### src/common/tank_pkg.sv
// tank game shared types
package tank_pkg;

	localparam int GRID_BITS = 5;	// 32 x 32 cells

	localparam logic [GRID_BITS-1:0] START_X = 16;
	localparam logic [GRID_BITS-1:0] START_Y = 16;

	typedef struct packed {
		logic [GRID_BITS-1:0] x;
		logic [GRID_BITS-1:0] y;
	} pos_t;

	// up decreases y, right increases x
	typedef enum logic [1:0] {
		DIR_UP,
		DIR_LEFT,
		DIR_DOWN,
		DIR_RIGHT
	} dir_t;

	typedef enum logic [1:0] {
		ST_IDLE,
		ST_PLAY,
		ST_OVER
	} game_state_t;

	typedef struct packed {
		logic up;
		logic left;
		logic down;
		logic right;
		logic fire;
		logic start;
	} btn_t;

	typedef struct packed {
		logic active;
		pos_t pos;
		dir_t dir;
	} bullet_t;

	// set when one step in d would leave the grid
	function automatic logic at_edge(pos_t p, dir_t d);
		case (d)
			DIR_UP:   return p.y == '0;
			DIR_LEFT: return p.x == '0;
			DIR_DOWN: return p.y == '1;
			default:  return p.x == '1;
		endcase
	endfunction

	// one cell in d, no border check
	function automatic pos_t step_pos(pos_t p, dir_t d);
		pos_t n;
		n = p;
		case (d)
			DIR_UP:   n.y = p.y - 1'b1;
			DIR_LEFT: n.x = p.x - 1'b1;
			DIR_DOWN: n.y = p.y + 1'b1;
			default:  n.x = p.x + 1'b1;
		endcase
		return n;
	endfunction

endpackage

### src/hw/game_mode_fsm.sv
// game mode state machine
`timescale 1ns/1ns

module game_mode_fsm (
	input  logic                  clk,
	input  logic                  rst,
	input  logic                  start,
	input  logic                  round_done,
	output tank_pkg::game_state_t game_state,
	output logic                  round_start
);

	logic start_q;
	logic start_rise;

	assign start_rise = start & ~start_q;	// press, not hold

	always_ff @(posedge clk) begin
		if (rst) begin
			start_q     <= 1'b0;
			game_state  <= tank_pkg::ST_IDLE;
			round_start <= 1'b0;
		end else begin
			start_q     <= start;
			round_start <= 1'b0;	// single cycle pulse
			case (game_state)
				tank_pkg::ST_IDLE: begin
					if (start_rise) begin
						game_state  <= tank_pkg::ST_PLAY;
						round_start <= 1'b1;	// lines up with first play cycle
					end
				end
				tank_pkg::ST_PLAY: begin
					if (round_done)
						game_state <= tank_pkg::ST_OVER;
				end
				tank_pkg::ST_OVER: begin
					// back to idle, the next press starts a fresh round
					if (start_rise)
						game_state <= tank_pkg::ST_IDLE;
				end
				default: game_state <= tank_pkg::ST_IDLE;
			endcase
		end
	end

endmodule

### src/hw/move_tick_timer.sv
// movement tick and round timer
`timescale 1ns/1ns

module move_tick_timer #(
	parameter int TICK_DIV    = 4,
	parameter int ROUND_TICKS = 48
) (
	input  logic                  clk,
	input  logic                  rst,
	input  logic                  round_start,
	input  tank_pkg::game_state_t game_state,
	output logic                  move_tick,
	output logic                  round_done
);

	localparam int DIV_W = $clog2(TICK_DIV + 1);
	localparam int RND_W = $clog2(ROUND_TICKS + 1);

	logic [DIV_W-1:0] div_cnt;
	logic [RND_W-1:0] ticks_left;
	logic             playing;

	// divider held at zero through the round_start cycle
	assign playing    = (game_state == tank_pkg::ST_PLAY) && !round_start;
	assign move_tick  = playing && (div_cnt == DIV_W'(TICK_DIV - 1));
	assign round_done = move_tick && (ticks_left == '0);

	always_ff @(posedge clk) begin
		if (rst || !playing)
			div_cnt <= '0;
		else if (move_tick)
			div_cnt <= '0;
		else
			div_cnt <= div_cnt + 1'b1;
	end

	// counts down, zero marks the last tick of the round
	always_ff @(posedge clk) begin
		if (rst)
			ticks_left <= '0;
		else if (round_start)
			ticks_left <= RND_W'(ROUND_TICKS - 1);
		else if (move_tick && ticks_left != '0)
			ticks_left <= ticks_left - 1'b1;
	end

endmodule

### src/hw/tank_game_top.sv
// tank game top level
`timescale 1ns/1ns

module tank_game_top #(
	parameter int TICK_DIV    = 4,
	parameter int ROUND_TICKS = 48
) (
	input  logic                  clk,
	input  logic                  rst,
	input  tank_pkg::btn_t        btn,
	output tank_pkg::game_state_t game_state,
	output tank_pkg::pos_t        tank_pos,
	output tank_pkg::dir_t        tank_dir,
	output tank_pkg::bullet_t     bullet
);

	logic round_start;	// first cycle of play
	logic round_done;	// last tick of the round
	logic move_tick;

	game_mode_fsm u_game_mode_fsm (
		.clk         (clk),
		.rst         (rst),
		.start       (btn.start),
		.round_done  (round_done),
		.game_state  (game_state),
		.round_start (round_start)
	);

	move_tick_timer #(
		.TICK_DIV    (TICK_DIV),
		.ROUND_TICKS (ROUND_TICKS)
	) u_move_tick_timer (
		.clk         (clk),
		.rst         (rst),
		.round_start (round_start),
		.game_state  (game_state),
		.move_tick   (move_tick),
		.round_done  (round_done)
	);

	tank_motion u_tank_motion (
		.clk         (clk),
		.rst         (rst),
		.round_start (round_start),
		.move_tick   (move_tick),
		.btn         (btn),
		.tank_pos    (tank_pos),
		.tank_dir    (tank_dir)
	);

	bullet_flight u_bullet_flight (
		.clk         (clk),
		.rst         (rst),
		.round_start (round_start),
		.move_tick   (move_tick),
		.fire        (btn.fire),
		.game_state  (game_state),
		.tank_pos    (tank_pos),
		.tank_dir    (tank_dir),
		.bullet      (bullet)
	);

endmodule

### src/tank/bullet_flight.sv
// player bullet
`timescale 1ns/1ns

module bullet_flight (
	input  logic                  clk,
	input  logic                  rst,
	input  logic                  round_start,
	input  logic                  move_tick,
	input  logic                  fire,
	input  tank_pkg::game_state_t game_state,
	input  tank_pkg::pos_t        tank_pos,
	input  tank_pkg::dir_t        tank_dir,
	output tank_pkg::bullet_t     bullet
);

	logic           fire_q;
	logic           launch;
	logic           blocked;
	logic           active_q;
	tank_pkg::pos_t pos_q;
	tank_pkg::dir_t dir_q;

	// one bullet on the field at a time
	assign launch = fire && !fire_q && !active_q
		&& (game_state == tank_pkg::ST_PLAY);
	assign blocked = tank_pkg::at_edge(pos_q, dir_q);

	always_ff @(posedge clk) begin
		if (rst) begin
			fire_q   <= 1'b0;
			active_q <= 1'b0;
		end else begin
			fire_q <= fire;
			if (round_start)
				active_q <= 1'b0;
			else if (launch)
				active_q <= 1'b1;
			else if (move_tick && active_q && blocked)
				active_q <= 1'b0;	// retires at the border
		end
	end

	always_ff @(posedge clk) begin
		if (launch) begin
			pos_q <= tank_pos;	// leaves from the tank's own cell
			dir_q <= tank_dir;
		end else if (move_tick && active_q && !blocked) begin
			pos_q <= tank_pkg::step_pos(pos_q, dir_q);
		end
	end

	assign bullet = '{active: active_q, pos: pos_q, dir: dir_q};

endmodule

### src/tank/tank_motion.sv
// player tank motion
`timescale 1ns/1ns

module tank_motion (
	input  logic           clk,
	input  logic           rst,
	input  logic           round_start,
	input  logic           move_tick,
	input  tank_pkg::btn_t btn,
	output tank_pkg::pos_t tank_pos,
	output tank_pkg::dir_t tank_dir
);

	tank_pkg::dir_t req_dir;
	logic           req_valid;

	// up, left, down, right in falling priority
	always_comb begin
		req_valid = 1'b1;
		if (btn.up)
			req_dir = tank_pkg::DIR_UP;
		else if (btn.left)
			req_dir = tank_pkg::DIR_LEFT;
		else if (btn.down)
			req_dir = tank_pkg::DIR_DOWN;
		else if (btn.right)
			req_dir = tank_pkg::DIR_RIGHT;
		else begin
			req_valid = 1'b0;
			req_dir   = tank_dir;
		end
	end

	always_ff @(posedge clk) begin
		if (rst || round_start) begin
			tank_pos.x <= tank_pkg::START_X;
			tank_pos.y <= tank_pkg::START_Y;
			tank_dir   <= tank_pkg::DIR_UP;
		end else if (move_tick && req_valid) begin
			tank_dir <= req_dir;	// turns even when blocked
			if (!tank_pkg::at_edge(tank_pos, req_dir))
				tank_pos <= tank_pkg::step_pos(tank_pos, req_dir);
		end
	end

endmodule

### config.mk
export PLATFORM = sky130hd
export DESIGN_NAME = tank_game_top
export DESIGN_NICKNAME = d
export VERILOG_FILES = /design/src/common/tank_pkg.sv /design/src/hw/game_mode_fsm.sv /design/src/hw/move_tick_timer.sv /design/src/hw/tank_game_top.sv /design/src/tank/bullet_flight.sv /design/src/tank/tank_motion.sv
export SDC_FILE = /design/constraint.sdc
export NUM_CORES = 1
export LEC_CHECK = 0
export BUFFER_PORTS_ARGS = -buffer_cell sky130_fd_sc_hd__buf_2
export CORE_MARGIN = 1
export CORE_UTILIZATION = 50
export CTS_CLUSTER_DIAMETER = 80
export DETAILED_ROUTE_END_ITERATION = 7
export PLACE_DENSITY_LB_ADDON = 0.3
export SETUP_SLACK_MARGIN = 0.02
export SLEW_MARGIN = 20
export SYNTH_ARGS = -nofsm -noshare
export SYNTH_HDL_FRONTEND = slang
export SYNTH_SLANG_ARGS = --single-unit
### constraint.sdc
create_clock -name clk -period 2.9 [get_ports clk]
set_clock_uncertainty 0.05 [all_clocks]
set_input_delay 0.29 -clock clk [delete_from_list [all_inputs] [get_ports clk]]
set_output_delay 0.29 -clock clk [all_outputs]
set_load 0.02 [all_outputs]
# [Word-level counts from Yosys, hierarchy flattened]
# Cells that the tools add are included.
[totals] regBits=39 out_inout_bits=27 inputBits=8 elab_cells=113
[op_classes] n_eq_ne=15 n_bitwise=5 mux=27 n_addsub=10 reduce_logical=42
[ops] op="$pmux 5 s2" n=4
[ops] op="$add 5x1->5 const B" n=4
[ops] op="$eq 5x5->1 const B" n=4
[ops] op="$logic_not 5->1" n=4
[ops] op="$mux 10" n=2
[ops] op="$sub 5x1->5 const B" n=4
[ops] op="$mux 2" n=7
[ops] op="$mux 6" n=2
[ops] op="$logic_and 1x1->1" n=11
[ops] op="$reduce_or 2->1" n=5
[ops] op="$mux 1" n=9
[ops] op="$reduce_and 3->1" n=3
[ops] op="$reduce_bool 2->1" n=4
[ops] op="$eq 2x1->1 const B" n=3
[ops] op="$eq 2x2->1 const B" n=3
[ops] op="$logic_not 2->1" n=3
[ops] op="$logic_not 6->1" n=1
[ops] op="$ne 2x1->1 const B" n=3
[ops] op="$pmux 1 s3" n=2
[ops] op="$pmux 2 s3" n=1
[ops] op="$reduce_bool 6->1" n=1
[ops] op="$sub 6x1->6 const B" n=1
[ops] op="$logic_not 1->1" n=5
[ops] op="$not 1->1" n=4
[ops] op="7 further kinds" n=9

# [Logic depth before layout (Yosys ltp)]
[logic_depth] depth_word=10 mapped_depth=9 mapped_depth_nobuf=8

# [Hierarchy]
# From an unflattened synthesis, not the netlist that was laid out.
[hier_totals] cells_unflattened=246 area_unflattened_um2=2464.9
[modules_own_cells] module="bullet_flight" area_per_inst_um2=919.6 instances=1 cells_each=80 seq_area_each_um2=400.4
[modules_own_cells] module="tank_motion" area_per_inst_um2=890.9 instances=1 cells_each=97 seq_area_each_um2=240.2
[modules_own_cells] module="move_tick_timer" area_per_inst_um2=506.7 instances=1 cells_each=57 seq_area_each_um2=180.2
[modules_own_cells] module="game_mode_fsm" area_per_inst_um2=147.6 instances=1 cells_each=12 seq_area_each_um2=80.1

# [Worst setup path before layout]
# Ideal clock, no wire load.
[synth_timing] kind="reg-to-reg" start="reg u_tank_motion.tank_dir[0]" end="reg, netlist name u_tank_motion.tank_pos[4]" setup_slack_ns=0.619 t_required_ns=2.729 arrival_ns=2.110 path_stages_with_launch=9 path_cell_list="dfxtp_1 -> nor3b_1 -> o21ai_0 -> ha_1 -> a21o_1 -> a21oi_1 -> xnor2_1 -> and3_4 -> o21ai_1"
[synth_via] elab_chain_cells=10 elab_cells_between_ends=14
[synth_rtl] item="start: declaration" line="tank_motion.sv:11" text="output tank_pkg::dir_t tank_dir"
[synth_rtl] item="start signal: assignment" line="tank_motion.sv:38" text="tank_dir <= tank_pkg::DIR_UP;"
[synth_rtl] item="start signal: assignment" line="tank_motion.sv:40" text="tank_dir <= req_dir;"
[synth_rtl] item="$mux 2 *" line="tank_motion.sv:26" text="else if (btn.right)"
[synth_rtl] item="$mux 2 *" line="tank_motion.sv:24" text="else if (btn.down)"
[synth_rtl] item="$mux 2 *" line="tank_motion.sv:22" text="else if (btn.left)"
[synth_rtl] item="$mux 2 *" line="tank_motion.sv:20" text="if (btn.up)"
[synth_rtl] item="$eq 2x2->1, or another cell as far along" line="tank_pkg.sv:45, tank_pkg.sv:57"
[synth_rtl] item="$pmux 1 s3" line="tank_pkg.sv:45" text="case (d)"
[synth_rtl] item="$mux 1" line="tank_motion.sv:39" text="end else if (move_tick && req_valid) begin"
[synth_rtl] item="$mux 1" line="tank_motion.sv:35" text="if (rst || round_start) begin"
[synth_rtl] item="$not 1->1 (no source line)"
[synth_rtl] item="$reduce_and 3->1 (no source line)"
# Every way passes the cells marked *; elsewhere a longest branch is shown, timed or not. The select of a mux whose other input is x is not followed.
# A chain may end at the register's enable or synchronous reset.

# [Final worst setup path]
[layout_timing] start="reg u_tank_motion.tank_dir[0]" end="reg, netlist name u_tank_motion.tank_pos[4]"
[layout_via] elab_chain_cells=10 elab_cells_between_ends=14
[layout_rtl] item="$mux 2 *" line="tank_motion.sv:26"
[layout_rtl] item="$mux 2 *" line="tank_motion.sv:24"
[layout_rtl] item="$mux 2 *" line="tank_motion.sv:22"
[layout_rtl] item="$mux 2 *" line="tank_motion.sv:20"
[layout_rtl] item="$eq 2x2->1, or another cell as far along" line="tank_pkg.sv:45, tank_pkg.sv:57"
[layout_rtl] item="$pmux 1 s3" line="tank_pkg.sv:45"
[layout_rtl] item="$mux 1" line="tank_motion.sv:39"
[layout_rtl] item="$mux 1" line="tank_motion.sv:35"
[layout_rtl] item="$not 1->1 (no source line)"
[layout_rtl] item="$reduce_and 3->1 (no source line)"
# Marked as above.

==> metrics <==
final standard cell count with taps included and fillers excluded 334; Worst Hold Endpoint u_game_mode_fsm.start_q$_SDFF_PP0_; sequence of cells on the critical path nor3b_1 > o21ai_0 > ha_1 > a21o_1 > a21oi_1 > xnor2_1 > and3_4 > o21ai_1; max incr delay on CP approximately 0.56 ns; fraction of final layout cells sized beyond drive strength 1 0.167; sink count of the clock tree 39; post-synthesis share of cell area spent on xor and xnor gates 0.0762; insertion delay to the later sink of the worst-skew pair approximately 0.29 ns; Total Wirelength 4.49 mm; combined area of the multi-input logic cells roughly 1300 um2; die height 69.8 um; share of the synthesized area in compound gates (AO/OA/AOI/OAI) 0.159; Setup CP Type flop to flop; worst supply voltage drop on vdd 0.302 mV; share of power burned in the clock network 0.345; Critical Path AT approximately 2.5 ns; number of violations reported at the end of detailed-routing iteration 0 99; via count ~1.8k; post-synthesis share of cell area spent on full adders, half adders and majority gates 0.122; portion of netlist area occupied by mux cells 0.0174; die footprint a little under 5000 um2; Syn Area/Cell 9.31 um2; type of the tightest min-delay check input pin to flop; Post-Syn Nets 275; Slew HR 0.524; Hold Path Depth 2; area overhead of the layout relative to synthesis 12.9%; total of flip-flops plus latches after synthesis 39; utilization after layout 0.592; post-cts sizing count 0; first-pass GRT wire length 7.56 mm; Global Route Usage Sum 0.194; root buf cell clkbuf_8; switching fraction of total power 0.246; vias in the first global route about 1.7k; Critical R2R Launch u_tank_motion.tank_dir[0]$_SDFFE_PP0P_; source of the worst hold timing path btn[0]; worst-path fanout max 6; sequential group share of total power 0.529; sequential cell area fraction in the yosys report 0.392; number of setup buffers added after CTS 0; maximum frequency from static timing analysis roughly 420 MHz; area of all sequential standard cells about 900 um2; netlist area before placement about 2300 um2; count of H-tree levels built during CTS 2; most common library cell in the layout ignoring fill and taps buf_2; largest net degree at the start of global routing 15; leftover overflow at the end of global routing 0; NetSw 282 uW; primary flip-flop cell chosen by synthesis mapping dfxtp_1; Req. time, crit path slightly above 3 ns; fraction of the cycle the final worst path needs 0.812; unrepaired setup endpoints after global routing false; kind of capture point of the worst setup path flop; Slew Viols, Final 0; Final Net Count slightly above 300; Layout fillers approximately 420; core region area around 4400 um2; Avg WL per Cell 13.4 um; gate count after technology mapping 247; share of flip-flops with an asynchronous set or reset 0; Crit. Startpoint u_tank_motion.tank_dir[0]$_SDFFE_PP0P_; total negative slack for setup checks 0 ns; CP max-delay cell o21ai_0; via density per instance approximately 5.5; reg2reg end u_tank_motion.tank_pos[4]$_SDFFE_PP1P_; initial antenna violation count 0; Startpoint Class flop; commonest cells after routing, fill and taps aside 34 x buf_2, 27 x dfxtp_1, 26 x nor2_1; TritonCTS clock tree done; worst path bufs/invs 0; register clock-pin slew on the reported worst setup and hold paths 0.07 ns; Horiz. Die Dim 69.8 um; clock buffer depth 2; minimum setup slack among reg-to-reg paths 0.55 ns; buffers added on ports 34; initial core utilization 0.525; crit-path leading delay family compound AO/OA/AOI/OAI gates; Final Hold Viols 0; post-layout minimum cycle time 2.35 ns; Boundary Pins 35; yosys warns 0; share of total power in combinational logic 0.126; number of flops mapped to enable cells by yosys 12; Static Leak around 1.1 nW; Rows 24; clock buffers created by TritonCTS 5; worst-margin pin slew between 0.7 and 0.8 ns; Pwr Density 441 nW/um2; count of different cell masters after synthesis 48; hold buffer count at CTS 0; antenna-violating nets left 0; Antenna Diode Count 0; FF-to-FF path depth 8; number of maximum-capacitance constraint violations 0; final weighted congestion of routability-driven global placement between 0.8 and 0.9; # placed instances approximately 330; main combinational cell family by area after synthesis simple AND/OR/NAND/NOR gates; post-route DRC violation count 0; hpwl dp around 3.4 mm; simple logic cell fraction of the synthesized area 0.205; internal power 863 uW; number of cells on the critical path 8; total iterations of the first detailed-routing run 4; result of the run finished clean; final count of negative-setup-slack endpoints 0
==> routing by layer <==
| layer | vias up | global-route usage | wire length, um |
|---|---|---|---|
| met3 | 7 | 0.0392 | 196 |
| met2 | 37 | 0.317 | 2050 |
| met5 | - | 0 | 0 |
| li1 | 959 | - | - |
| met4 | 0 | 0.0733 | 66 |
| met1 | 840 | 0.252 | 2170 |
==> worst max path at each step <==
stage,to
2_1_floorplan,u_tank_motion.tank_pos[4]$_SDFFE_PP1P_
3_3_place_gp,u_tank_motion.tank_pos[4]$_SDFFE_PP1P_
3_5_place_dp,u_tank_motion.tank_pos[4]$_SDFFE_PP1P_
4_1_cts,u_tank_motion.tank_pos[4]$_SDFFE_PP1P_
5_1_grt,u_tank_motion.tank_pos[9]$_SDFFE_PP1P_
6_report,u_tank_motion.tank_pos[4]$_SDFFE_PP1P_
==> power by group through the flow <==
stage / Combinational (mW) / Clock, mW / Sequential, mW
5_1_grt: 0.161 / 0.426 / 0.608
3_3_place_gp: 0.141 / 0 / 0.617
4_1_cts: 0.145 / 0.405 / 0.606
2_1_floorplan: 0.0968 / 0 / 0.625
3_5_place_dp: 0.144 / 0 / 0.618
6_report: 0.144 / 0.395 / 0.606
==> cells by family (layout without fill, tap and decap cells) <==
group | after synthesis | after routing
and+or+nand+nor | 90 | 90
AOI/OAI and AO/OA | 59 | 59
DFF | 39 | 39
adders and majority gates | 20 | 20
xor gates and xnor gates | 20 | 20
buffers and inverters | 15 | 50
muxes | 4 | 4
==> cells in the mapped netlist, drive strengths merged (3+ instances only) <==
cell type / instances / area (um2)
a211oi: 3 / 22.5
a21o: 9 / 67.6
a21oi: 23 / 115
and3: 3 / 23.8
clkbuf: 5 / 18.8
dfxtp: 27 / 541
edfxtp: 12 / 360
fa: 4 / 80.1
ha: 16 / 200
inv: 8 / 30.0
mux2i: 4 / 40.0
nand2: 17 / 63.8
nand2b: 4 / 25.0
nand3: 5 / 25.0
nand4: 3 / 18.8
nor2: 27 / 104
nor2b: 4 / 25.0
nor3: 11 / 55.1
nor4: 3 / 18.8
o21ai: 13 / 65.1
xnor2: 15 / 131
xor2: 5 / 43.8
==> per-stage QoR <==
step	cell area (um2)	power, mW	setup WS [ns]	hold slack [ns]
after floorplan	2300	0.722	0.619	0.349
after global placement	2500	0.758	0.545	0.361
after detailed placement	2500	0.762	0.512	0.361
after CTS	2600	1.16	0.515	0.179
after global routing	2600	1.20	0.376	0.186
final	2600	1.15	0.546	0.179
==> layout make-up <==
| cell class | instances | share of cell area |
|---|---|---|
| clock buffers | 8 | 0.0385 |
| inverters | 8 | 0.0116 |
| multi-input cells | 193 | 0.513 |
| flip-flops and latches | 39 | 0.347 |
| well taps | 52 | 0.0250 |
| repair buffers | 34 | 0.0655 |
==> sequential cells by signal (all words and copies together) (netlist names) <==
signal,flops
u_bullet_flight.active_q,1
u_tank_motion.tank_dir,2
u_game_mode_fsm.start_q,1
u_bullet_flight.fire_q,1
u_move_tick_timer.ticks_left,6
u_tank_motion.tank_pos,10
u_game_mode_fsm.round_start,1
u_bullet_flight.dir_q,2
u_move_tick_timer.div_cnt,3
u_game_mode_fsm.game_state,2
u_bullet_flight.bullet,10
No activity file was read; power rests on OpenSTA's default activity.
